$ cat src/design/mac_defs.svh
`ifndef MAC_DEFS_SVH
`define MAC_DEFS_SVH

// ------------------------------------------------------------
// buffer geometry
// ------------------------------------------------------------
`define MAC_PACKET_SIZE     64
`define MAC_TX_SLOTS        4
`define MAC_RX_SLOTS        4
`define MAC_ADDR_W          ($clog2(`MAC_PACKET_SIZE) + 1)    // full length must fit

// ------------------------------------------------------------
// framing
// ------------------------------------------------------------
`define MAC_PREAMBLE_BYTE   8'h55
`define MAC_SFD_BYTE        8'hd5
`define MAC_PREAMBLE_LEN    7
`define MAC_IFG_LEN         12                                // idle cycles between frames

// reflected register, no final inversion
`define MAC_CRC_RESIDUE     32'hdebb20e3

`endif

$ cat src/design/mac_pkg.sv
`include "mac_defs.svh"

package mac_pkg;

	typedef enum logic [2:0] {
		OP_READ,
		OP_READ_LEN,
		OP_READ_NEXT,
		OP_WRITE,
		OP_WRITE_LEN,
		OP_WRITE_NEXT
	} host_op_t;

	typedef struct packed {
		host_op_t               op;
		logic [`MAC_ADDR_W-1:0] addr;
		logic [7:0]             value;
	} host_req_t;

	// write side of a ring
	typedef struct packed {
		logic                   en;
		logic [`MAC_ADDR_W-1:0] addr;
		logic [7:0]             data;
		logic                   commit;
		logic                   discard;
	} buf_wr_t;

	// read side of a ring
	typedef struct packed {
		logic [`MAC_ADDR_W-1:0] addr;
		logic                   release_slot;
	} buf_rd_t;

	typedef struct packed {
		logic                   avail;
		logic                   full;
		logic [`MAC_ADDR_W-1:0] rd_len;
		logic [`MAC_ADDR_W-1:0] wr_len;
		logic [7:0]             rd_data;    // one cycle after rd addr
	} buf_stat_t;

	typedef struct packed {
		logic [7:0] data;
		logic       en;
		logic       er;
	} gmii_t;

	typedef enum logic [2:0] {
		TX_IDLE,
		TX_PREAMBLE,
		TX_SFD,
		TX_DATA,
		TX_FCS,
		TX_GAP
	} tx_state_t;

	typedef enum logic [1:0] {
		RX_IDLE,
		RX_PREAMBLE,
		RX_DATA,
		RX_DROP
	} rx_state_t;

endpackage

$ cat src/design/host_port.sv
`timescale 1ns/1ps
`include "mac_defs.svh"

module host_port import mac_pkg::*; (
	input  logic       clock,
	input  logic       reset,
	input  logic       start_i,
	input  host_req_t  req_i,
	output logic       done_o,
	output logic [8:0] result_o,
	output buf_wr_t    tx_wr_o,
	input  buf_stat_t  tx_stat_i,
	output buf_rd_t    rx_rd_o,
	input  buf_stat_t  rx_stat_i
);

	localparam logic [`MAC_ADDR_W-1:0] PKT_SIZE = `MAC_PACKET_SIZE;

	logic       in_range;
	logic       read_q;      // READ result arrives from the ring
	logic [8:0] result_d;
	logic [8:0] result_q;

	assign in_range = req_i.addr < PKT_SIZE;

	assign tx_wr_o.en      = start_i && req_i.op == OP_WRITE && in_range;
	assign tx_wr_o.addr    = req_i.addr;
	assign tx_wr_o.data    = req_i.value;
	assign tx_wr_o.commit  = start_i && req_i.op == OP_WRITE_NEXT && !tx_stat_i.full;
	assign tx_wr_o.discard = 1'b0;

	assign rx_rd_o.addr         = req_i.addr;
	assign rx_rd_o.release_slot = start_i && req_i.op == OP_READ_NEXT && rx_stat_i.avail;

	always_comb begin
		case (req_i.op)
			OP_READ_LEN:   result_d = 9'(rx_stat_i.rd_len);
			OP_READ_NEXT:  result_d = {8'h00, !rx_stat_i.avail};
			OP_WRITE:      result_d = {8'h00, !in_range};
			OP_WRITE_LEN:  result_d = 9'(tx_stat_i.wr_len);
			OP_WRITE_NEXT: result_d = {8'h00, tx_stat_i.full};
			default:       result_d = '0;
		endcase
	end

	always_ff @(posedge clock) begin
		if (reset) begin
			done_o   <= 1'b0;
			read_q   <= 1'b0;
			result_q <= '0;
		end else begin
			done_o <= start_i;
			read_q <= start_i && req_i.op == OP_READ;
			if (start_i && req_i.op != OP_READ)
				result_q <= result_d;
			if (read_q)
				result_q <= {1'b0, rx_stat_i.rd_data};    // hold until next done
		end
	end

	assign result_o = read_q ? {1'b0, rx_stat_i.rd_data} : result_q;

endmodule

$ cat config.mk
export PLATFORM = sky130hd
export DESIGN_NAME = host_port
export DESIGN_NICKNAME = d
export VERILOG_FILES = /design/src/design/mac_pkg.sv /design/src/design/host_port.sv
export VERILOG_INCLUDE_DIRS = /design/src /design/src/design
export SDC_FILE = /design/constraint.sdc
export NUM_CORES = 1
export LEC_CHECK = 0
export ABC_CLOCK_PERIOD_IN_PS = 2000
export BUFFER_PORTS_ARGS = -buffer_cell sky130_fd_sc_hd__buf_2
export CAP_MARGIN = 10
export CORE_MARGIN = 2
export CORE_UTILIZATION = 36
export DETAILED_ROUTE_END_ITERATION = 10
export HOLD_SLACK_MARGIN = 0.02
export PLACE_DENSITY_LB_ADDON = 0.1
export SYNTH_ARGS = -nofsm -noshare
export SYNTH_HDL_FRONTEND = slang
export SYNTH_SLANG_ARGS = --single-unit
$ cat constraint.sdc
create_clock -name clock -period 2 [get_ports clock]
set_input_delay 0.1 -clock clock [delete_from_list [all_inputs] [get_ports clock]]
set_output_delay 0.1 -clock clock [all_outputs]
set_load 0.02 [all_outputs]
==> run_results.csv <==
group,metric,value,unit
pwr,powerDensity,516,nW/µm²
timing,rsz0062_at_grt,"false",
floorplan,core,2410,µm²
worst_setup_path,slowest_stage,"dfxtp_1",
timing,setup-violations-final,0,
cells_and_area,layout_common_cells,"buf_2 (44), a21oi_1 (10), dfxtp_1 (10), nand2_1 (8), o21ai_0 (7)",
grt,grt_pass1_wl,2.80,mm
pwr,p_total,0.000507,W
grt,grt_overflow,0,
detailed_routing,drt_wl_total,1.82,mm
hold_path,worstHoldStart,"rx_stat_i[7]",
clocking,cts.sinks,10,
pwr,p_int,0.000373,W
clocking,cts_max_level,1,
placement,place.gp.congestion,0.660,
floorplan,die_y,53.9,µm
floorplan,boundaryPins,105,
clocking,path_clk_slew,0.06,ns
pwr,vdd_ir_drop_max,0.000354,V
grt,grt_max_degree,13,
detailed_routing,viasPerCell,4.72,
cells_and_area,fin_util,40.7,%
timing,post-route-min-period,1.56,ns
pwr,p_sw,0.000134,W
clocking,cts_hold_buffers,0,
cells_and_area,antenna_cells,0,
clocking,cts_buffer_depth,2,
worst_setup_path,r2r_start,"read_q",
timing,slew_violations,0,
worst_setup_path,cp.arrival,1.46,ns
floorplan,num_rows,18,
pwr,p_leak,0.494,nW
worst_setup_path,cp_max_fo,12,
cells_and_area,area_growth,9.34,%
worst_setup_path,path_buf_inv,2,
logic_synthesis,synth_area_per_cell,8.38,µm²
detailed_routing,drcViolationCount,0,
detailed_routing,dr_total_vias,746,
pwr,power_frac_clock,34.8,%
logic_synthesis,synth_cells,107,
detailed_routing,dr.first_iter.drc_count,2,
detailed_routing,ant_nets,0,
worst_setup_path,slowest_delay,0.61,ns
clocking,worstSkewPairLatency,0.26,ns
pwr,p_sw_share,26.4,%
pwr,combPwrFrac,24.2,%
logic_synthesis,ys_ff_latch,10,
pwr,p_seq_share,41.0,%
floorplan,dieArea,2910,µm²
logic_synthesis,synth.cell_area,897,µm²
logic_synthesis,seq_area_frac_synth,22.3,%
logic_synthesis,ys_types,31,
clocking,root_buffer,"clkbuf_4",
grt,grt_usage,13.2,%
logic_synthesis,yosys-top-cells-area,"dfxtp_1 (22%), buf_4 (21%), a22o_1 (5.9%), a21oi_1 (5.6%), and2_1 (4.2%)",
clocking,tritoncts.num_buffers,3,
worst_setup_path,worst_ep_required_time,1.90,ns
cells_and_area,drive_gt1_share,48.4,%
worst_setup_path,crit_path_start,"read_q",
grt,antenna_found_initial,0,
worst_setup_path,worstPathCellList,"inv_2, a21o_2, buf_2",
worst_setup_path,cpLargestDelayFamily,"flip-flops",
worst_setup_path,worstSetupPathType,"reg -> out",
cells_and_area,fin_nets,198,
clocking,cts_setup_buffers,0,
timing,period_share,78.1,%
logic_synthesis,synth.top_cell.area_share,22.3,%
placement,hpwlAfterDp,1.44,mm
floorplan,die_w,53.9,µm
detailed_routing,first_pass_iters,3,
timing,finalClockSkew,0.00251,ns
timing,hold_viol,0,
grt,grt_pass1_vias,650,
job,drv_cap,0,
status,status,"finished clean",
floorplan,start_util,37.2,%
logic_synthesis,synth.largest_area_cell,"dfxtp_1",
placement,port_buffers,44,
timing,fin_tns_setup,0,ns
timing,max_freq,640,MHz
clocking,cts_tree,"done",
clocking,cts_resized,0,
cells_and_area,final_common_cell,"buf_2",
detailed_routing,routedWlPerCell,11.5,µm
logic_synthesis,yosysWarnings,0,
worst_setup_path,worst_setup_path_start_kind,"register",
hold_path,hold_class,"in -> reg",
worst_setup_path,end_kind,"primary output",
## final cells by class
cell class / count / area, µm²
fillers: 279 / 1430
inverters: 2 / 7.51
multi-input cells: 68 / 479
clock buffers: 4 / 36.3
repair buffers: 44 / 220
well taps: 30 / 37.5
flip-flops and latches: 10 / 200
## registers in the layout, indices dropped and copies added (netlist names)
register / flops
result_q: 8
done_o: 1
read_q: 1
## final timing paths
check	to	slack, ns	cells past startpoint
worst max-delay path	result_o[3]	0.44	3
worst min-delay path	result_q[7]	0.11	3
worst max register to register	result_q[2]	0.69	4
worst min register to register	result_q[7]	0.48	2
## synth_stat cells
cell       count
buf_4         25
a22o_1         6
nand2b_4       2
and2_1         6
a21o_1         3
o21ai_1        1
nand2b_1       1
nor2_1         1
dfxtp_1       10
nor3b_1        1
nand3b_1       1
clkbuf_1       1
a21o_2         3
nor4b_2        1
nand2_1        8
inv_2          1
a21oi_1       10
nor2b_1        4
nor2b_4        2
nor3_4         2
mux2_2         1
o2111ai_1      1
nor3_1         1
a211oi_1       1
o21ai_0        7
buf_6          2
inv_1          1
and2_2         1
conb_1         1
nand3_2        1
mux2i_1        1
## power by group through the flow
stage	Clock, W	Combinational (W)	Sequential [W]
global placement	0	0.000123	0.000212
detailed placement	0	0.000124	0.000212
global route	0.000192	0.000137	0.000208
CTS	0.000183	0.000124	0.000208
floorplan	0	0.000142	0.000212
finish	0.000176	0.000123	0.000208
## tightest hold or removal path, delay by kind of cell
family / cells / cell delay, ns
and+or+nand+nor: 1 / 0.07
AOI/OAI and AO/OA: 1 / 0.06
buffers and inverters: 1 / 0.10
## logic make-up after synthesis
logic type	Yosys count	synth area share [%]
AOI/OAI and AO/OA	32	23.2
and+or+nand+nor	32	27.1
buffers and inverters	30	24.7
DFF	10	22.3
muxes	2	2.37
other	1	0.418
## metal layers
layer | GRT usage [%] | share of wire, % | vias up
met3 | 4.44 | 9.3 | 15
li1 | - | - | 387
met5 | 0 | 0 | -
met2 | 20.1 | 43 | 27
met1 | 16.5 | 44 | 317
met4 | 6.41 | 3.6 | 0
## metrics by stage
step | cell area, µm² | cells | hold slack, ns | worst slack, ns
2_1_floorplan | 901 | 108 | 0.258 | 0.890
3_3_place_gp | 945 | 154 | 0.200 | 0.682
3_5_place_dp | 945 | 154 | 0.200 | 0.679
4_1_cts | 981 | 158 | 0.0955 | 0.414
5_1_grt | 981 | 158 | 0.124 | 0.324
6_report | 981 | 158 | 0.107 | 0.437
(Power assumes the default switching activity.)
