==> config.mk <==
export PLATFORM = sky130hd
export DESIGN_NAME = tx_framer
export DESIGN_NICKNAME = d
export VERILOG_FILES = /design/src/design/crc_pkg.sv /design/src/design/mac_pkg.sv /design/src/design/tx_framer.sv
export VERILOG_INCLUDE_DIRS = /design/src /design/src/design
export SDC_FILE = /design/constraint.sdc
export NUM_CORES = 1
export LEC_CHECK = 0
export ABC_AREA = 1
export BUFFER_PORTS_ARGS = -buffer_cell sky130_fd_sc_hd__buf_2
export CORE_ASPECT_RATIO = 1.75
export CORE_MARGIN = 5
export CORE_UTILIZATION = 29
export DETAILED_ROUTE_END_ITERATION = 8
export PLACE_DENSITY = 0.5
export SLEW_MARGIN = 20
export SYNTH_ARGS = -nofsm -noshare
export SYNTH_HDL_FRONTEND = slang
export SYNTH_SLANG_ARGS = --single-unit
==> constraint.sdc <==
create_clock -name clock -period 3.3 [get_ports clock]
set_input_delay 0.33 -clock clock [delete_from_list [all_inputs] [get_ports clock]]
set_output_delay 0.33 -clock clock [all_outputs]
set_load 0.01 [all_outputs]
==> src/design/mac_defs.svh <==
`ifndef MAC_DEFS_SVH
`define MAC_DEFS_SVH

// ------------------------------------------------------------
// buffer geometry
// ------------------------------------------------------------
`define MAC_PACKET_SIZE     64
`define MAC_TX_SLOTS        4
`define MAC_RX_SLOTS        4
`define MAC_ADDR_W          ($clog2(`MAC_PACKET_SIZE) + 1)    // full length must fit

// ------------------------------------------------------------
// framing
// ------------------------------------------------------------
`define MAC_PREAMBLE_BYTE   8'h55
`define MAC_SFD_BYTE        8'hd5
`define MAC_PREAMBLE_LEN    7
`define MAC_IFG_LEN         12                                // idle cycles between frames

// reflected register, no final inversion
`define MAC_CRC_RESIDUE     32'hdebb20e3

`endif

==> src/design/crc_pkg.sv <==
package crc_pkg;

	localparam logic [31:0] CRC32_POLY = 32'hedb88320;    // 802.3 polynomial, reflected
	localparam logic [31:0] CRC32_INIT = 32'hffffffff;

	function automatic logic [7:0] byte_reverse(input logic [7:0] b);
		logic [7:0] r;
		for (int i = 0; i < 8; i++) begin
			r[i] = b[7 - i];
		end
		return r;
	endfunction

	// ------------------------------------------------------------
	// one byte of CRC-32, bits taken in wire order
	// ------------------------------------------------------------
	function automatic logic [31:0] crc32_next(
		input logic [31:0] crc,
		input logic [7:0]  data
	);
		logic [31:0] c;
		logic [7:0]  d;
		c = crc;
		d = byte_reverse(data);    // lsb of data goes first on the wire
		for (int i = 0; i < 8; i++) begin
			if (c[0] ^ d[7])
				c = (c >> 1) ^ CRC32_POLY;
			else
				c = c >> 1;
			d = d << 1;
		end
		return c;
	endfunction

	// FCS byte idx of the finished register, lowest byte first
	function automatic logic [7:0] fcs_byte(
		input logic [31:0] crc,
		input logic [1:0]  idx
	);
		logic [31:0] inv;
		inv = ~crc;
		return inv[8 * idx +: 8];
	endfunction

endpackage

==> src/design/mac_pkg.sv <==
`include "mac_defs.svh"

package mac_pkg;

	typedef enum logic [2:0] {
		OP_READ,
		OP_READ_LEN,
		OP_READ_NEXT,
		OP_WRITE,
		OP_WRITE_LEN,
		OP_WRITE_NEXT
	} host_op_t;

	typedef struct packed {
		host_op_t               op;
		logic [`MAC_ADDR_W-1:0] addr;
		logic [7:0]             value;
	} host_req_t;

	// write side of a ring
	typedef struct packed {
		logic                   en;
		logic [`MAC_ADDR_W-1:0] addr;
		logic [7:0]             data;
		logic                   commit;
		logic                   discard;
	} buf_wr_t;

	// read side of a ring
	typedef struct packed {
		logic [`MAC_ADDR_W-1:0] addr;
		logic                   release_slot;
	} buf_rd_t;

	typedef struct packed {
		logic                   avail;
		logic                   full;
		logic [`MAC_ADDR_W-1:0] rd_len;
		logic [`MAC_ADDR_W-1:0] wr_len;
		logic [7:0]             rd_data;    // one cycle after rd addr
	} buf_stat_t;

	typedef struct packed {
		logic [7:0] data;
		logic       en;
		logic       er;
	} gmii_t;

	typedef enum logic [2:0] {
		TX_IDLE,
		TX_PREAMBLE,
		TX_SFD,
		TX_DATA,
		TX_FCS,
		TX_GAP
	} tx_state_t;

	typedef enum logic [1:0] {
		RX_IDLE,
		RX_PREAMBLE,
		RX_DATA,
		RX_DROP
	} rx_state_t;

endpackage

==> src/design/tx_framer.sv <==
`timescale 1ns/1ps
`include "mac_defs.svh"

module tx_framer import mac_pkg::*, crc_pkg::*; (
	input  logic      clock,
	input  logic      reset,
	output buf_rd_t   rd_o,
	input  buf_stat_t stat_i,
	output gmii_t     gmii_tx_o
);

	tx_state_t              state_q;
	logic [3:0]             cnt_q;     // preamble, fcs and gap counter
	logic [`MAC_ADDR_W-1:0] addr_q;    // runs one byte ahead of the output
	logic [31:0]            crc_q;
	gmii_t                  tx_q;
	logic                   gap_done;

	assign gap_done = state_q == TX_GAP && cnt_q == 4'(`MAC_IFG_LEN - 1);

	assign rd_o.addr         = addr_q;
	assign rd_o.release_slot = gap_done;
	assign gmii_tx_o         = tx_q;

	always_ff @(posedge clock) begin
		if (reset) begin
			state_q <= TX_IDLE;
			cnt_q   <= '0;
			addr_q  <= '0;
			tx_q    <= '0;
		end else begin
			tx_q.er <= 1'b0;
			case (state_q)
				TX_IDLE: begin
					if (stat_i.avail) begin
						tx_q.en   <= 1'b1;
						tx_q.data <= `MAC_PREAMBLE_BYTE;
						cnt_q     <= 4'd1;
						state_q   <= TX_PREAMBLE;
					end
				end
				TX_PREAMBLE: begin
					cnt_q <= cnt_q + 1'b1;    // data holds 55
					if (cnt_q == 4'(`MAC_PREAMBLE_LEN - 1))
						state_q <= TX_SFD;
				end
				TX_SFD: begin
					tx_q.data <= `MAC_SFD_BYTE;
					crc_q     <= CRC32_INIT;
					addr_q    <= addr_q + 1'b1;    // byte 0 already fetched
					state_q   <= TX_DATA;
				end
				TX_DATA: begin
					tx_q.data <= stat_i.rd_data;
					crc_q     <= crc32_next(crc_q, stat_i.rd_data);
					if (addr_q == stat_i.rd_len) begin
						cnt_q   <= '0;
						state_q <= TX_FCS;
					end else begin
						addr_q <= addr_q + 1'b1;
					end
				end
				TX_FCS: begin
					tx_q.data <= fcs_byte(crc_q, cnt_q[1:0]);
					cnt_q     <= cnt_q + 1'b1;
					if (cnt_q == 4'd3) begin
						cnt_q   <= '0;
						state_q <= TX_GAP;
					end
				end
				TX_GAP: begin
					tx_q.en   <= 1'b0;
					tx_q.data <= 8'h00;
					cnt_q     <= cnt_q + 1'b1;
					if (gap_done) begin
						addr_q  <= '0;
						state_q <= TX_IDLE;
					end
				end
				default: begin
					state_q <= TX_IDLE;
				end
			endcase
		end
	end

endmodule

==> out/results.txt <==
Share of layout cells above drive strength 1 -> 0.1886
PortBufs -> 34
CTS Buf Count -> 5
Most common cell in the netlist -> nand2_1
Initial antenna violation count -> 0
Via count -> 3,396
Post-synthesis register bit count -> 55
Syn Std Cell Area -> 0.003840 mm^2
Detailed router's first-iteration violation count -> 184
Area Overhead vs Synth -> 12.74%
CP startpoint -> cnt_q[0]
Placed Cells -> 709
Total chip power -> 2.402 mW
Final Wtd Congestion -> 0.7669
Synth top cells by count -> nand2_1 (136), a21oi_1 (41), inv_1 (40)
Setup Crit Path Kind -> reg -> reg
Max-Cap Viols -> 0
Fin crit share -> 0.6212
GR Util met3 -> 0.01805
Routed wire length -> 10,860 um
Hold crit path type -> in -> reg
Number of synthesized flops with an enable pin -> 32
Die Ht -> 162.2 um
Mapped Cells -> 513
DP Wirelength -> 8264 um
Chip width -> 96.99 um
Total congestion overflow -> 0
Post-synth top area share -> 0.2502
Min-delay src -> stat_i[23]
Global Route Usage Sum -> 0.1399
Post-CTS Setup Bufs -> 0
GR Util met1 -> 0.1343
Max Buffers Root-to-Sink -> 2
Row cnt -> 55
Fin. max-slew vios -> 0
ANT nets after route -> 0
Max FO, Critical Path -> 23
Critical Path AT -> 2300 ps
Actual slew at the worst max-slew pin -> 722.5 ps
Syn avg cell area -> 7.485 um^2
Minimum clock period -> 2050 ps
Starting Density -> 0.2968
F_max -> 0.4878 GHz
Total Neg Setup Slack -> 0 ps
Asr flop ratio synth -> 0
Clock Pin Slew Worst Setup and Hold Paths -> 80 ps
Skew-Pair Late Insertion Delay -> 300 ps
Setup Skew -> 5.514 ps
Clk sinks -> 55
Hold_buf cts -> 0
Crit start category -> register
Vias per cell -> 4.736
Root Buffer Master -> clkbuf_16
Syn nets -> 543
Total leakage power -> 1.779 nW
PwrDens -> 554.9 mW/mm^2
Synth unique cells -> 41
Post-Layout Cell Count -> 717
Status -> complete, no violations
Worst EP required -> 3550 ps
Drc violations -> 0
Met2 usage -> 0.2755
Global-route wire length before repair -> 17,570 um
Main synth FF type -> edfxtp_1
Core area -> 0.01294 mm^2
Hold Vio Cnt, Final -> 0
Wire per inst -> 15.15 um
Slew margin rel. -> 0.5178
Final #Nets -> 575
Synth top area cells -> edfxtp_1 (25%), nand2_1 (13%), dfxtp_1 (12%)
# setup viols final -> 0
Maximum VDD drop -> 0.2031 mV
GRT Max-Usage Layer -> met2
Drt pass-1 iters -> 5
Pin count of the biggest net entering global routing -> 33
Leading area contributor after synthesis -> edfxtp_1
Post-CTS Resized -> 0
H-tree depth -> 2
Number of I/O pins -> 44
Vias in the first global route -> 3,414
RSZ-0062 raised after global routing -> false
Die area -> 0.01573 mm^2
Yosys warns -> 0
Worst Setup End Kind -> register
Antenna diodes -> 0
Post-synthesis sequential area ratio -> 0.3702
R2R Path Start -> cnt_q[0]
CTS tree -> done
per-stage QoR:
| step | setup slack (ps) | area [um^2] | utilization | hold WS (ps) |
|---|---|---|---|---|
| finish | 1250 | 4329 | 0.3346 | 327.1 |
| detailed placement | 1191 | 4183 | 0.3233 | 456.3 |
| CTS | 1233 | 4329 | 0.3346 | 329.2 |
| floorplan | 786.0 | 3840 | - | 483.5 |
| global route | 1081 | 4329 | 0.3346 | 346.2 |
| global placement | 1218 | 4183 | 0.3233 | 453.7 |
cell type report:
class,instances,area (um^2)
Clock inverter,1,3.754
Inverter,58,220.2
Multi-Input combinational cell,388,2135
Clock buffer,7,142.6
Sequential cell,55,1421
Tap cell,171,214.0
Fill cell,1468,8608
Timing Repair Buffer,37,192.7
report_power, final:
| group | total [mW] | internal, mW | leakage (nW) | switching [mW] |
|---|---|---|---|---|
| registers | 0.877 | 0.811 | 0.413 | 0.0663 |
| logic | 0.966 | 0.295 | 1.29 | 0.670 |
| clock network | 0.560 | 0.301 | 0.0716 | 0.258 |
cell usage in the layout (no fill, tap or decap), types with 15 or more instances in the layout:
cell and instances:
a21oi_1 41, nor2_1 24, xnor2_1 15, buf_2 34, xor2_1 23, o21ai_0 30
edfxtp_1 32, nand3_1 35, dfxtp_1 23, nand2_2 17, inv_1 40, inv_2 17
nand2_1 136
state kept, by name, summed over array words and instances, names as in the netlist:
register and cells:
addr_q 7, cnt_q 4, crc_q 32, gmii_tx_o 9, state_q 3
critical path, stage by stage (launching register included):
cell	delay (ps)
dfxtp_1	300
buf_4	190
inv_1	550
ha_1	260
nand2_1	50
nand3_1	80
nand3_2	100
o31ai_1	330
nand2_1	90
inv_1	60
layer usage:
| layer | wire, um | part of all wire |
|---|---|---|
| met1 | 3894 | 0.36 |
| met2 | 6050 | 0.56 |
| met3 | 288 | 0.027 |
| met4 | 628 | 0.058 |
| met5 | 0 | 0 |
worst paths after layout:
path	end	slack [ps]	depth (start not counted)
setup / recovery	state_q[1]	1250	9
hold / removal	gmii_tx_o[1]	330	3
setup reg to reg	state_q[1]	1250	9
hold reg to reg	gmii_tx_o[1]	460	2
kinds of logic (layout without fill, tap and decap cells):
group	after synthesis	count (layout)	synth area share
AND/OR/NAND/NOR	253	253	0.3164
flip-flops	55	55	0.3702
XOR/XNOR	41	41	0.09938
adder cells (fa/ha/maj)	4	4	0.01303
AO/OA/AOI/OAI	89	89	0.1255
other	1	1	0.0009766
buffers and inverters	70	103	0.07461
No activity file was read; power rests on OpenSTA's default activity.
