[src/design/mac_defs.svh]
`ifndef MAC_DEFS_SVH
`define MAC_DEFS_SVH

// ------------------------------------------------------------
// buffer geometry
// ------------------------------------------------------------
`define MAC_PACKET_SIZE     64
`define MAC_TX_SLOTS        4
`define MAC_RX_SLOTS        4
`define MAC_ADDR_W          ($clog2(`MAC_PACKET_SIZE) + 1)    // full length must fit

// ------------------------------------------------------------
// framing
// ------------------------------------------------------------
`define MAC_PREAMBLE_BYTE   8'h55
`define MAC_SFD_BYTE        8'hd5
`define MAC_PREAMBLE_LEN    7
`define MAC_IFG_LEN         12                                // idle cycles between frames

// reflected register, no final inversion
`define MAC_CRC_RESIDUE     32'hdebb20e3

`endif

[src/design/mac_pkg.sv]
`include "mac_defs.svh"

package mac_pkg;

	typedef enum logic [2:0] {
		OP_READ,
		OP_READ_LEN,
		OP_READ_NEXT,
		OP_WRITE,
		OP_WRITE_LEN,
		OP_WRITE_NEXT
	} host_op_t;

	typedef struct packed {
		host_op_t               op;
		logic [`MAC_ADDR_W-1:0] addr;
		logic [7:0]             value;
	} host_req_t;

	// write side of a ring
	typedef struct packed {
		logic                   en;
		logic [`MAC_ADDR_W-1:0] addr;
		logic [7:0]             data;
		logic                   commit;
		logic                   discard;
	} buf_wr_t;

	// read side of a ring
	typedef struct packed {
		logic [`MAC_ADDR_W-1:0] addr;
		logic                   release_slot;
	} buf_rd_t;

	typedef struct packed {
		logic                   avail;
		logic                   full;
		logic [`MAC_ADDR_W-1:0] rd_len;
		logic [`MAC_ADDR_W-1:0] wr_len;
		logic [7:0]             rd_data;    // one cycle after rd addr
	} buf_stat_t;

	typedef struct packed {
		logic [7:0] data;
		logic       en;
		logic       er;
	} gmii_t;

	typedef enum logic [2:0] {
		TX_IDLE,
		TX_PREAMBLE,
		TX_SFD,
		TX_DATA,
		TX_FCS,
		TX_GAP
	} tx_state_t;

	typedef enum logic [1:0] {
		RX_IDLE,
		RX_PREAMBLE,
		RX_DATA,
		RX_DROP
	} rx_state_t;

endpackage

[src/design/packet_buffer.sv]
`timescale 1ns/1ps
`include "mac_defs.svh"

module packet_buffer import mac_pkg::*; #(
	parameter int SLOTS = 4
) (
	input  logic      clock,
	input  logic      reset,
	input  buf_wr_t   wr_i,
	input  buf_rd_t   rd_i,
	output buf_stat_t stat_o
);

	localparam int PTR_W = (SLOTS > 1) ? $clog2(SLOTS) : 1;
	localparam int CNT_W = $clog2(SLOTS + 1);
	localparam logic [`MAC_ADDR_W-1:0] PKT_SIZE = `MAC_PACKET_SIZE;

	logic [7:0]             mem [SLOTS][`MAC_PACKET_SIZE];
	logic [`MAC_ADDR_W-1:0] len_q [SLOTS];
	logic [PTR_W-1:0]       wr_ptr_q;
	logic [PTR_W-1:0]       rd_ptr_q;
	logic [PTR_W-1:0]       wr_ptr_inc;
	logic [PTR_W-1:0]       rd_ptr_inc;
	logic [CNT_W-1:0]       count_q;
	logic [CNT_W-1:0]       count_next;
	logic [7:0]             rd_data_q;
	logic                   avail;
	logic                   full;
	logic                   wr_ok;
	logic                   commit_ok;
	logic                   release_ok;

	function automatic logic [PTR_W-1:0] ptr_inc(input logic [PTR_W-1:0] p);
		return (p == PTR_W'(SLOTS - 1)) ? '0 : p + 1'b1;
	endfunction

	assign wr_ptr_inc = ptr_inc(wr_ptr_q);
	assign rd_ptr_inc = ptr_inc(rd_ptr_q);

	assign avail      = count_q != '0;
	assign full       = count_q == CNT_W'(SLOTS);    // write slot overlaps the head
	assign wr_ok      = wr_i.en && !full && wr_i.addr < PKT_SIZE;
	assign commit_ok  = wr_i.commit && !full && len_q[wr_ptr_q] != '0;
	assign release_ok = rd_i.release_slot && avail;
	assign count_next = count_q + CNT_W'(commit_ok) - CNT_W'(release_ok);

	// ------------------------------------------------------------
	// pointers, count and slot lengths
	// ------------------------------------------------------------
	always_ff @(posedge clock) begin
		if (reset) begin
			wr_ptr_q <= '0;
			rd_ptr_q <= '0;
			count_q  <= '0;
			for (int i = 0; i < SLOTS; i++) begin
				len_q[i] <= '0;
			end
		end else begin
			count_q <= count_next;
			if (wr_ok && wr_i.addr >= len_q[wr_ptr_q])
				len_q[wr_ptr_q] <= wr_i.addr + 1'b1;
			if (wr_i.discard && !full)
				len_q[wr_ptr_q] <= '0;
			if (commit_ok) begin
				wr_ptr_q <= wr_ptr_inc;
				if (count_next != CNT_W'(SLOTS))
					len_q[wr_ptr_inc] <= '0;    // open the next slot empty
			end
			if (release_ok) begin
				rd_ptr_q <= rd_ptr_inc;
				if (full)
					len_q[rd_ptr_q] <= '0;    // freed slot becomes the write slot
			end
		end
	end

	// ------------------------------------------------------------
	// byte storage
	// ------------------------------------------------------------
	always_ff @(posedge clock) begin
		if (wr_ok)
			mem[wr_ptr_q][wr_i.addr[`MAC_ADDR_W-2:0]] <= wr_i.data;
		if (avail && rd_i.addr < len_q[rd_ptr_q])
			rd_data_q <= mem[rd_ptr_q][rd_i.addr[`MAC_ADDR_W-2:0]];
		else
			rd_data_q <= 8'h00;
	end

	assign stat_o.avail   = avail;
	assign stat_o.full    = full;
	assign stat_o.rd_len  = avail ? len_q[rd_ptr_q] : '0;
	assign stat_o.wr_len  = full ? '0 : len_q[wr_ptr_q];
	assign stat_o.rd_data = rd_data_q;

endmodule

[config.mk]
export PLATFORM = sky130hd
export DESIGN_NAME = packet_buffer
export DESIGN_NICKNAME = d
export VERILOG_FILES = /design/src/design/mac_pkg.sv /design/src/design/packet_buffer.sv
export VERILOG_INCLUDE_DIRS = /design/src /design/src/design
export SDC_FILE = /design/constraint.sdc
export NUM_CORES = 2
export LEC_CHECK = 0
export BUFFER_PORTS_ARGS = -buffer_cell sky130_fd_sc_hd__buf_2
export CORE_UTILIZATION = 41
export CTS_BUF_LIST = sky130_fd_sc_hd__clkbuf_4 sky130_fd_sc_hd__clkbuf_8 sky130_fd_sc_hd__clkbuf_16
export CTS_CLUSTER_SIZE = 14
export DETAILED_ROUTE_END_ITERATION = 8
export PLACE_DENSITY = 0.57
export SYNTH_ARGS = -nofsm -noshare
export SYNTH_HDL_FRONTEND = slang
export SYNTH_SLANG_ARGS = --single-unit
[constraint.sdc]
create_clock -name clock -period 3.4 [get_ports clock]
set_input_delay 0.34 -clock clock [delete_from_list [all_inputs] [get_ports clock]]
set_output_delay 0.34 -clock clock [all_outputs]
set_load 0.02 [all_outputs]
==> impl_summary.md <==
Floorplan
The number of ports placed on the die boundary is 52. The effective utilization at floorplan is 41.2%. The floorplan die area is 0.200 mm2. The die is 447 um wide. The vertical extent of the die is 447 um.

The number of standard-cell rows in the floorplan is 163. The area inside the core boundary is 0.197 mm2.

Global routing
The overall global routing resource usage is 20.5%. The number of antenna violations at the first check in global routing is 4. Entering global routing, the biggest net connects 136 pins. The total grt overflow is 0. The number of global-route vias before repair is 41.9k. The first global-routing pass estimated 297 mm of wire.

Routing
The number of remaining DRC errors is 0. The post-detailed-route wirelength per cell is 28.0 um. The detailed router placed 41.3k vias in this run. The number of violations reported at the end of detailed-routing iteration 0 is 4,055. The number of nets with antenna violations after detailed routing is 0. The routed via count divided by cell count is 5.66.

The total wire length is 204 mm. The number of detailed-routing iterations run before antenna repair is 8.

Place
At the end of routability-driven placement, the weighted congestion stood at 0.813. Counting tap cells, the placed design contains a total of 6,885 instances. Input and output buffers added on the ports amount to 51. Once placement finished, the instance area stood at 0.0880 mm2.

Once detailed placement completed, the half-perimeter wirelength came to 126 mm. OpenSTA, run right after detailed placement, puts the worst setup slack at -0.481 ns.

Timing
The final count of hold timing violations is 5. Setup repair after global routing could not meet its margin everywhere. The final period utilization is 104%. The least setup slack across all paths after layout is -0.120 ns. The minimum period implied by the final worst setup slack is 3.52 ns. The slew at the pin closest to its max-slew limit is 0.993 ns. For the final routed database, the setup TNS stands at -2.80 ns.

Final hold analysis gives a worst-case slack of -0.0218 ns. Based on the critical path, the design can be clocked at up to 284 MHz. The max-slew violation total from the final report is 0. The setup clock skew after layout is 0.0538 ns. The final setup violation count is 29.

The worst slew margin relative to its limit is 33.8%.

Critical path
Data on the critical path arrives at its endpoint at 4.27 ns. The biggest fanout along the worst timing path is 7. Data on the critical path is required at its endpoint by 4.15 ns. Grouping stages by cell kind, the critical path spends the most delay in simple AND/OR/NAND/NOR gates. The cell with the largest stage delay on the worst path is sky130_fd_sc_hd__mux4_2.

STA classifies the critical path startpoint as a flip-flop. The worst setup path is captured at a flip-flop. The reg-to-reg endpoint is len_q[2][4]$_SDFFE_PP0P_.

The critical setup path kind is reg -> reg. The length in cells of the worst reg-to-reg path is 17. Walking the worst path, the cells encountered are buf_12 -> mux4_2 -> nor4_2 -> nand2_1 -> and3_4 -> inv_4 -> ha_4 -> inv_4 -> ha_4 -> inv_2 -> fa_2 -> xor2_2 -> xnor2_2 -> nor3b_2 -> nor3_4 -> and2_4 -> nor2_1. The internal reg-to-reg setup slack is -0.12 ns. The total buffers and inverters traversed by the critical path is 4. In this design, the stage delay of the slowest critical-path cell is 0.55 ns.

Logic synthesis
The yosys synthesis warning count is 0. The most common flop cell mapped by yosys is sky130_fd_sc_hd__edfxtp_1. The flop and latch count out of synthesis is 2,095. The post-synthesis instance area is 0.0813 mm2. The synthesized instance count is 3,980. The share of synthesized registers carrying an async set or reset is 0%. The net count after synthesis is 4,033. The count of flip-flops with a built-in enable after synthesis is 2,048. The synthesized area per cell is 20.4 um2. Sequential elements use 76.8% of the synthesized area. The netlist uses 57 different library cells.

Cells and area
The share of final-layout standard cells stronger than drive strength 1 is 29.3%. The final instance area is 0.0953 mm2. Leaving out fill and tap cells, the most frequent cell in the layout is sky130_fd_sc_hd__edfxtp_1. After the flow finishes, the layout carries non-filler instances totaling 7,301. Compared with the post-synthesis result, the final layout area differs by 17.2%.

In the layout the commonest cells are sky130_fd_sc_hd__edfxtp_1, sky130_fd_sc_hd__mux4_2, sky130_fd_sc_hd__buf_4. The count of nets after finishing is 4,533. Once layout is complete, the utilization of the core stands at 48.3%.

Outcome
The final reports fail on negative hold slack, negative setup slack. The flow ran to the end, but the final reports show violations.

Worst hold path
The hold-critical path depth is 1. The kind of path behind the tightest hold check is in -> reg. The endpoint of the worst hold-timing path is mem[1][311]$_DFFE_PP_. The worst hold path begins at wr_i[9].

Clock network
The clock tree from TritonCTS is built. For the worst-skew pair, the clock arrives at the later sink with an insertion delay of 0.87 ns. No sink is reached through more buffers than the 3 on the longest clock path. Clock-pin slew was measured on the worst setup and hold paths at 0.06 ns. The number of levels the H-tree was split into is 4.

TritonCTS created 215 clock buffers. The tree is rooted in a sky130_fd_sc_hd__clkbuf_16. The number of sinks driven by the clock tree is 2,095.

Power
The reported leakage power is 29.4 nW. The power density over cell area is 624 mW/mm2. VDD sags by at most 0.000428 V.

Job
Across the run, the number of max-cap violations was 0.
[cell usage after synthesis, drive strengths merged, types with 32 or more instances]
cell	instances	area share [%]
a22oi	122	1.1
o22ai	32	0.25
nand3	78	0.48
clkbuf	118	0.54
a22o	45	0.48
a21oi	67	0.41
nand2	44	0.20
nor2	294	1.4
buf	120	0.80
edfxtp	2048	76
a211oi	59	0.54
dfxtp	47	1.2
mux2i	193	2.4
o221ai	57	0.61
mux4	438	12
[state kept, by name (all words and copies together) (netlist names), named ones only]
register	cells
mem	2048
len_q	28
rd_data_q	8
count_q	3
rd_ptr_q	2
wr_ptr_q	2
[cells by family after synthesis]
logic type / after synthesis / synth area share [%]
multiplexers: 631 / 14.5
XOR/XNOR: 7 / 0.0754
AO/OA/AOI/OAI: 476 / 4.23
adder cells (fa/ha/maj): 25 / 0.394
buffers and inverters: 263 / 1.47
AND/OR/NAND/NOR: 483 / 2.57
flip-flops: 2095 / 76.8
[area by class of cell]
class	instances	area [um2]
Antenna cell	2	5.00
Clock buffer	272	5840
Clock inverter	124	1130
Fill cell	16200	102000
Inverter	25	101
Multi-Input combinational cell	1622	18000
Sequential cell	2095	62400
Tap cell	2640	3300
Timing Repair Buffer	521	4490
[what timing repair did]
item,in CTS,in global routing
buffers inserted,5,5
hold buffers,10,0
hold endpoints to repair,201,0
pin swaps,15,7
resized for setup,34,16
setup endpoints to repair,28,35
[worst max path at each step]
stage	endpoint	cells after the start	slack [ns]	from
after global routing	len_q[3][0]$_SDFFE_PP0P_	17	-0.29	flip-flop
after detailed placement	len_q[2][5]$_SDFFE_PP0P_	18	-0.48	flip-flop
after global placement	len_q[2][4]$_SDFFE_PP0P_	18	-0.51	flip-flop
final	len_q[2][4]$_SDFFE_PP0P_	17	-0.12	flip-flop
after CTS	len_q[2][5]$_SDFFE_PP0P_	17	-0.06	flip-flop
after floorplan	rd_data_q[2]$_SDFF_PN0_	16	-0.0006	flip-flop
[metrics by stage]
| step | power (W) | hold WS, ns |
|---|---|---|
| after floorplan | 0.0341 | 0.439 |
| after global placement | 0.0367 | 0.457 |
| after detailed placement | 0.0368 | 0.470 |
| after CTS | 0.0599 | 0.00179 |
| after global routing | 0.0613 | 0.00783 |
| final | 0.0595 | -0.0218 |
[where the power goes]
part / switching [W] / leakage (nW) / internal, W / total (W)
Clock: 0.00995 / 3.46 / 0.0133 / 0.0232
Sequential: 0.0000721 / 18.8 / 0.0284 / 0.0285
Combinational: 0.00420 / 7.18 / 0.00361 / 0.00781
Total: 0.0142 / 29.4 / 0.0453 / 0.0595
[per-layer routing]
layer	wire [um]	global-route usage, %
met5	0	0
met1	90500	30.3
met3	13300	3.25
met4	4720	5.58
met2	95800	31.7
No activity file was read; power rests on OpenSTA's default activity.
