$ cat src/design/mac_defs.svh
`ifndef MAC_DEFS_SVH
`define MAC_DEFS_SVH

// ------------------------------------------------------------
// buffer geometry
// ------------------------------------------------------------
`define MAC_PACKET_SIZE     64
`define MAC_TX_SLOTS        4
`define MAC_RX_SLOTS        4
`define MAC_ADDR_W          ($clog2(`MAC_PACKET_SIZE) + 1)    // full length must fit

// ------------------------------------------------------------
// framing
// ------------------------------------------------------------
`define MAC_PREAMBLE_BYTE   8'h55
`define MAC_SFD_BYTE        8'hd5
`define MAC_PREAMBLE_LEN    7
`define MAC_IFG_LEN         12                                // idle cycles between frames

// reflected register, no final inversion
`define MAC_CRC_RESIDUE     32'hdebb20e3

`endif

$ cat src/design/crc_pkg.sv
package crc_pkg;

	localparam logic [31:0] CRC32_POLY = 32'hedb88320;    // 802.3 polynomial, reflected
	localparam logic [31:0] CRC32_INIT = 32'hffffffff;

	function automatic logic [7:0] byte_reverse(input logic [7:0] b);
		logic [7:0] r;
		for (int i = 0; i < 8; i++) begin
			r[i] = b[7 - i];
		end
		return r;
	endfunction

	// ------------------------------------------------------------
	// one byte of CRC-32, bits taken in wire order
	// ------------------------------------------------------------
	function automatic logic [31:0] crc32_next(
		input logic [31:0] crc,
		input logic [7:0]  data
	);
		logic [31:0] c;
		logic [7:0]  d;
		c = crc;
		d = byte_reverse(data);    // lsb of data goes first on the wire
		for (int i = 0; i < 8; i++) begin
			if (c[0] ^ d[7])
				c = (c >> 1) ^ CRC32_POLY;
			else
				c = c >> 1;
			d = d << 1;
		end
		return c;
	endfunction

	// FCS byte idx of the finished register, lowest byte first
	function automatic logic [7:0] fcs_byte(
		input logic [31:0] crc,
		input logic [1:0]  idx
	);
		logic [31:0] inv;
		inv = ~crc;
		return inv[8 * idx +: 8];
	endfunction

endpackage

$ cat src/design/mac_pkg.sv
`include "mac_defs.svh"

package mac_pkg;

	typedef enum logic [2:0] {
		OP_READ,
		OP_READ_LEN,
		OP_READ_NEXT,
		OP_WRITE,
		OP_WRITE_LEN,
		OP_WRITE_NEXT
	} host_op_t;

	typedef struct packed {
		host_op_t               op;
		logic [`MAC_ADDR_W-1:0] addr;
		logic [7:0]             value;
	} host_req_t;

	// write side of a ring
	typedef struct packed {
		logic                   en;
		logic [`MAC_ADDR_W-1:0] addr;
		logic [7:0]             data;
		logic                   commit;
		logic                   discard;
	} buf_wr_t;

	// read side of a ring
	typedef struct packed {
		logic [`MAC_ADDR_W-1:0] addr;
		logic                   release_slot;
	} buf_rd_t;

	typedef struct packed {
		logic                   avail;
		logic                   full;
		logic [`MAC_ADDR_W-1:0] rd_len;
		logic [`MAC_ADDR_W-1:0] wr_len;
		logic [7:0]             rd_data;    // one cycle after rd addr
	} buf_stat_t;

	typedef struct packed {
		logic [7:0] data;
		logic       en;
		logic       er;
	} gmii_t;

	typedef enum logic [2:0] {
		TX_IDLE,
		TX_PREAMBLE,
		TX_SFD,
		TX_DATA,
		TX_FCS,
		TX_GAP
	} tx_state_t;

	typedef enum logic [1:0] {
		RX_IDLE,
		RX_PREAMBLE,
		RX_DATA,
		RX_DROP
	} rx_state_t;

endpackage

$ cat src/design/rx_deframer.sv
`timescale 1ns/1ps
`include "mac_defs.svh"

module rx_deframer import mac_pkg::*, crc_pkg::*; (
	input  logic      clock,
	input  logic      reset,
	input  gmii_t     gmii_rx_i,
	output buf_wr_t   wr_o,
	input  buf_stat_t stat_i
);

	localparam int ADDR_W = `MAC_ADDR_W;
	localparam logic [ADDR_W-1:0] PKT_SIZE = `MAC_PACKET_SIZE;

	rx_state_t         state_q;
	logic [2:0]        pre_cnt_q;
	logic [ADDR_W-1:0] cnt_q;     // bytes after SFD
	logic [31:0]       crc_q;
	logic [31:0]       tail_q;    // newest four bytes, the FCS once the frame ends
	buf_wr_t           wr_q;
	logic              frame_ok;

	assign frame_ok = crc_q == `MAC_CRC_RESIDUE && cnt_q >= ADDR_W'(5);
	assign wr_o     = wr_q;

	// ------------------------------------------------------------
	// frame FSM, writes trail the wire by four bytes
	// ------------------------------------------------------------
	always_ff @(posedge clock) begin
		if (reset) begin
			state_q   <= RX_IDLE;
			pre_cnt_q <= '0;
			cnt_q     <= '0;
			wr_q      <= '0;
		end else begin
			wr_q.en      <= 1'b0;
			wr_q.commit  <= 1'b0;
			wr_q.discard <= 1'b0;
			case (state_q)
				RX_IDLE: begin
					if (gmii_rx_i.en) begin
						if (stat_i.full || gmii_rx_i.er ||
						    gmii_rx_i.data != `MAC_PREAMBLE_BYTE) begin
							wr_q.discard <= 1'b1;
							state_q      <= RX_DROP;
						end else begin
							pre_cnt_q <= 3'd1;
							state_q   <= RX_PREAMBLE;
						end
					end
				end
				RX_PREAMBLE: begin
					if (!gmii_rx_i.en) begin
						state_q <= RX_IDLE;
					end else if (!gmii_rx_i.er && gmii_rx_i.data == `MAC_PREAMBLE_BYTE &&
					             pre_cnt_q != 3'(`MAC_PREAMBLE_LEN)) begin
						pre_cnt_q <= pre_cnt_q + 1'b1;
					end else if (!gmii_rx_i.er && gmii_rx_i.data == `MAC_SFD_BYTE &&
					             pre_cnt_q == 3'(`MAC_PREAMBLE_LEN)) begin
						cnt_q   <= '0;
						crc_q   <= CRC32_INIT;
						state_q <= RX_DATA;
					end else begin
						wr_q.discard <= 1'b1;
						state_q      <= RX_DROP;
					end
				end
				RX_DATA: begin
					if (!gmii_rx_i.en) begin
						// held-back FCS never reaches the ring
						wr_q.commit  <= frame_ok;
						wr_q.discard <= !frame_ok;
						state_q      <= RX_IDLE;
					end else if (gmii_rx_i.er || cnt_q == PKT_SIZE) begin
						wr_q.discard <= 1'b1;
						state_q      <= RX_DROP;
					end else begin
						crc_q  <= crc32_next(crc_q, gmii_rx_i.data);
						tail_q <= {tail_q[23:0], gmii_rx_i.data};
						cnt_q  <= cnt_q + 1'b1;
						if (cnt_q >= ADDR_W'(4)) begin
							wr_q.en   <= 1'b1;
							wr_q.addr <= cnt_q - ADDR_W'(4);
							wr_q.data <= tail_q[31:24];    // oldest held byte
						end
					end
				end
				RX_DROP: begin
					if (!gmii_rx_i.en)
						state_q <= RX_IDLE;
				end
				default: begin
					state_q <= RX_IDLE;
				end
			endcase
		end
	end

endmodule

$ cat config.mk
export PLATFORM = sky130hd
export DESIGN_NAME = rx_deframer
export DESIGN_NICKNAME = d
export VERILOG_FILES = /design/src/design/crc_pkg.sv /design/src/design/mac_pkg.sv /design/src/design/rx_deframer.sv
export VERILOG_INCLUDE_DIRS = /design/src /design/src/design
export SDC_FILE = /design/constraint.sdc
export NUM_CORES = 1
export LEC_CHECK = 0
export BUFFER_PORTS_ARGS = -buffer_cell sky130_fd_sc_hd__buf_2
export CAP_MARGIN = 15
export CORE_MARGIN = 2
export CORE_UTILIZATION = 58
export DETAILED_ROUTE_END_ITERATION = 10
export PLACE_DENSITY = 0.79
export SLEW_MARGIN = 10
export SYNTH_ARGS = -nofsm -noshare
export SYNTH_HDL_FRONTEND = slang
export SYNTH_SLANG_ARGS = --single-unit
$ cat constraint.sdc
create_clock -name clock -period 6.63 [get_ports clock]
set_input_delay 1.326 -clock clock [delete_from_list [all_inputs] [get_ports clock]]
set_output_delay 1.326 -clock clock [all_outputs]
set_load 0.01 [all_outputs]
==> results.md <==
* List of cells traversed by the critical path: buf_2, or4b_4, o31ai_4, nand3b_1, a211oi_4, buf_4
* Worst Hold Path EP: tail_q[12]
* Net count of the mapped netlist at 426
* Worst path slowest cell: sky130_fd_sc_hd__or4b_4
* Routed Antenna Nets at 0
* Syn Inst Count at 375
* Remaining routing DRC violations at 0
* Static Leak at 1.791 nW
* Hold crit path type: flop to flop
* Final net count at 459
* Core footprint at 7647 um^2
* Row cnt at 32
* Clock tree root buffer cell: sky130_fd_sc_hd__clkbuf_8
* Via-to-Cell Ratio at 5.493
* Number of setup buffers added after CTS at 0
* CP Buf/Inv Count at 2
* Commonest non-fill, non-tap cell in the layout: sky130_fd_sc_hd__edfxtp_1
* Overall routed net length at 8109 um
* Setup violators final at 0
* Number of sinks driven by the clock tree at 94
* Global route overflow at 0
* End of the worst register-to-register path: tail_q[16]
* Total Neg Setup Slack at 0 ns
* Post-synthesis instance area at 4546 um^2
* Power Dens Cells at 294.6 nW/um^2
* Outcome: finished clean
* Most frequently used flop master after synthesis: sky130_fd_sc_hd__edfxtp_1
* Global-route wire length before repair at 13380 um
* Max H-tree Level at 3
* Clock Latency Late Sink at 0.37 ns
* Number of cells on the worst hold path at 0
* Area delta synth->final at 9.827%
* Cell area after placement at 4795 um^2
* Post-CTS Hold Buffers at 0
* Tcrit/Tclk final at 49.47%
* Async S/R FF share, synth at 0%
* Die W at 92.53 um
* Initial antenna violation count at 0
* Worst reg-to-reg path cell count at 8
* Startpoint types: input pin
* Top achievable clock speed at 304.9 MHz
* Critical hold path startpoint: tail_q[4]
* Fill cell count at 576
* Vias in the first global route at 2768
* Register bit count reported by yosys at 94
* Number of vias after detailed routing at 2829
* Post-route non-filler standard cell count at 515
* EDFF count, synth at 64
* Mean Syn Cell Area at 12.12 um^2
* Initial core utilization at 59.44%
* Required time of the critical path at 6.66 ns
* Least-Margin Pin Slew at 0.9200 ns
* Number of gates resized after cts at 0
* Clock transition at the register clock pins on the worst setup and hold paths after CTS at 0.11 ns
* I/O pin cnt at 54
* Arr. time, crit path at 3.31 ns
* Placer congestion estimate at 0.8538
* Final Hold Violating Endpoints at 0
* Total power at 0.001471 W
* Placed Cells at 499
* Worst relative slew slack at 38.22%
* TritonCTS clock tree: done
* Unrepaired setup endpoints after global routing: false
* Pin count of the biggest net entering global routing at 39
* Routed wire per std cell at 15.75 um
* Initial detailed-routing violation count at 192
* Worst IR Drop VDD at 0.1683 mV
* Number of buffers added by the clock tree synthesis step at 9
* Element type at the critical path end: flop
* Number of max-cap violations at 0
* Critical register-to-register path startpoint: state_q[0]
* Vertical die dimension at 92.53 um
* Fin crit period at 3.280 ns
* Smallest setup slack after layout at 3.350 ns
* Warnings from Yosys at 0
* Share of the yosys chip area belonging to registers at 55.49%
* HPWL after detailed placement at 5563 um
* Family with the most delay on the worst path: simple AND/OR/NAND/NOR gates
* Final count of pins violating max slew at 0
* Full die area at 8562 um^2
* Clock skew after layout at 0.01230 ns
* Critical path class: input pin to flop
* Worst slack, placed at 2.947 ns
* Crit path max fanout at 32
* Summed area of non-filler cells in the final layout at 4992 um^2
* Delay of the slowest critical-path stage at 0.58 ns
* Ratio of cells with drive above 1 in the final layout at 15.98%
* Bufs on Longest Clock Path at 2
* Number of buffers inserted by port buffering at 30
* Unique cell type count in the Yosys netlist at 55
* Worst reg-to-reg setup slack at 3.98 ns
* Number of detailed-routing iterations run before antenna repair at 5
* Most frequent cells in the layout: 64 x sky130_fd_sc_hd__edfxtp_1, 44 x sky130_fd_sc_hd__xnor2_1, 42 x sky130_fd_sc_hd__nand2_1
* Global router's overall resource usage at 20.32%
* Number of antenna cells inserted at 0
cells in the mapped netlist, drive strengths merged, types with 2 or more instances:
master | count | area share, %
nor3 | 6 | 0.66
nand3 | 6 | 0.66
and4 | 3 | 0.58
a311oi | 3 | 0.58
xnor3 | 4 | 2.0
nor4 | 5 | 0.69
edfxtp | 64 | 42
inv | 11 | 0.91
a221oi | 2 | 0.39
clkbuf | 10 | 1.1
and2 | 4 | 0.58
nand2b | 6 | 0.83
nor4bb | 2 | 0.44
ha | 15 | 4.1
o31ai | 2 | 0.63
dfxtp | 30 | 13
or4b | 2 | 0.52
a211oi | 5 | 0.83
nand4 | 2 | 0.28
nand4b | 3 | 0.58
nand2 | 42 | 3.5
nor2 | 25 | 2.1
buf | 2 | 0.41
xnor2 | 44 | 8.5
mux2i | 11 | 2.4
xor2 | 20 | 4.4
a21oi | 17 | 1.9
o21ai | 10 | 1.1
area by class of cell:
class / count / area, um^2 / area share (%)
Clock buffer: 9 / 123.9 / 2.481
Clock inverter: 7 / 73.82 / 1.479
Inverter: 11 / 41.29 / 0.8271
Multi-Input combinational cell: 257 / 1916 / 38.37
Sequential cell: 94 / 2522 / 50.53
Tap cell: 102 / 127.6 / 2.556
Timing Repair Buffer: 35 / 187.7 / 3.759
per-stage QoR:
step,util (%),hold slack [ns]
floorplan,-,0.4003
global placement,62.70,0.4016
detailed placement,62.70,0.4045
CTS,65.28,0.4255
global route,65.28,0.4326
finish,65.28,0.4266
flip-flops by register name, summed over array words and instances (netlist names):
name       count
wr_o          18
cnt_q          7
state_q        2
tail_q        32
crc_q         32
pre_cnt_q      3
power breakdown:
part / switching [W] / internal [W]
Combinational: 0.000217 / 0.000179
Sequential: 0.0000207 / 0.000676
Clock: 0.000229 / 0.000149
Total: 0.000466 / 0.00100
per-layer routing:
layer  track usage [%]  vias to the layer above  share of wire, %  wire, um
li1                  -                     1395                 -         -
met1             26.99                     1349                44      3608
met2             33.03                       71                50      4016
met3             3.499                       14               3.9       318
met4             8.831                        0               2.0       165
met5                 0                        -                 0         0
cell families (layout without fill, tap and decap cells):
kind of cell,count (synthesis),count (layout),share of synthesized area [%]
flip-flops,94,94,55.49
adder cells (fa/ha/maj),15,15,4.129
AO/OA/AOI/OAI,48,48,7.405
buffers and inverters,24,62,2.698
multiplexers,11,11,2.422
AND/OR/NAND/NOR,115,115,12.97
XOR/XNOR,68,68,14.89
worst max-delay path by stage:
stage / startpoint / to / slack (ns) / cells after the start
floorplan: gmii_rx_i[0] / crc_q[0] / 1.31 / 4
global placement: gmii_rx_i[0] / crc_q[20] / 2.94 / 6
detailed placement: gmii_rx_i[0] / crc_q[28] / 2.95 / 6
CTS: gmii_rx_i[0] / crc_q[31] / 3.34 / 6
global route: gmii_rx_i[0] / crc_q[24] / 3.27 / 6
finish: gmii_rx_i[0] / crc_q[16] / 3.35 / 6
(Power assumes the default switching activity.)
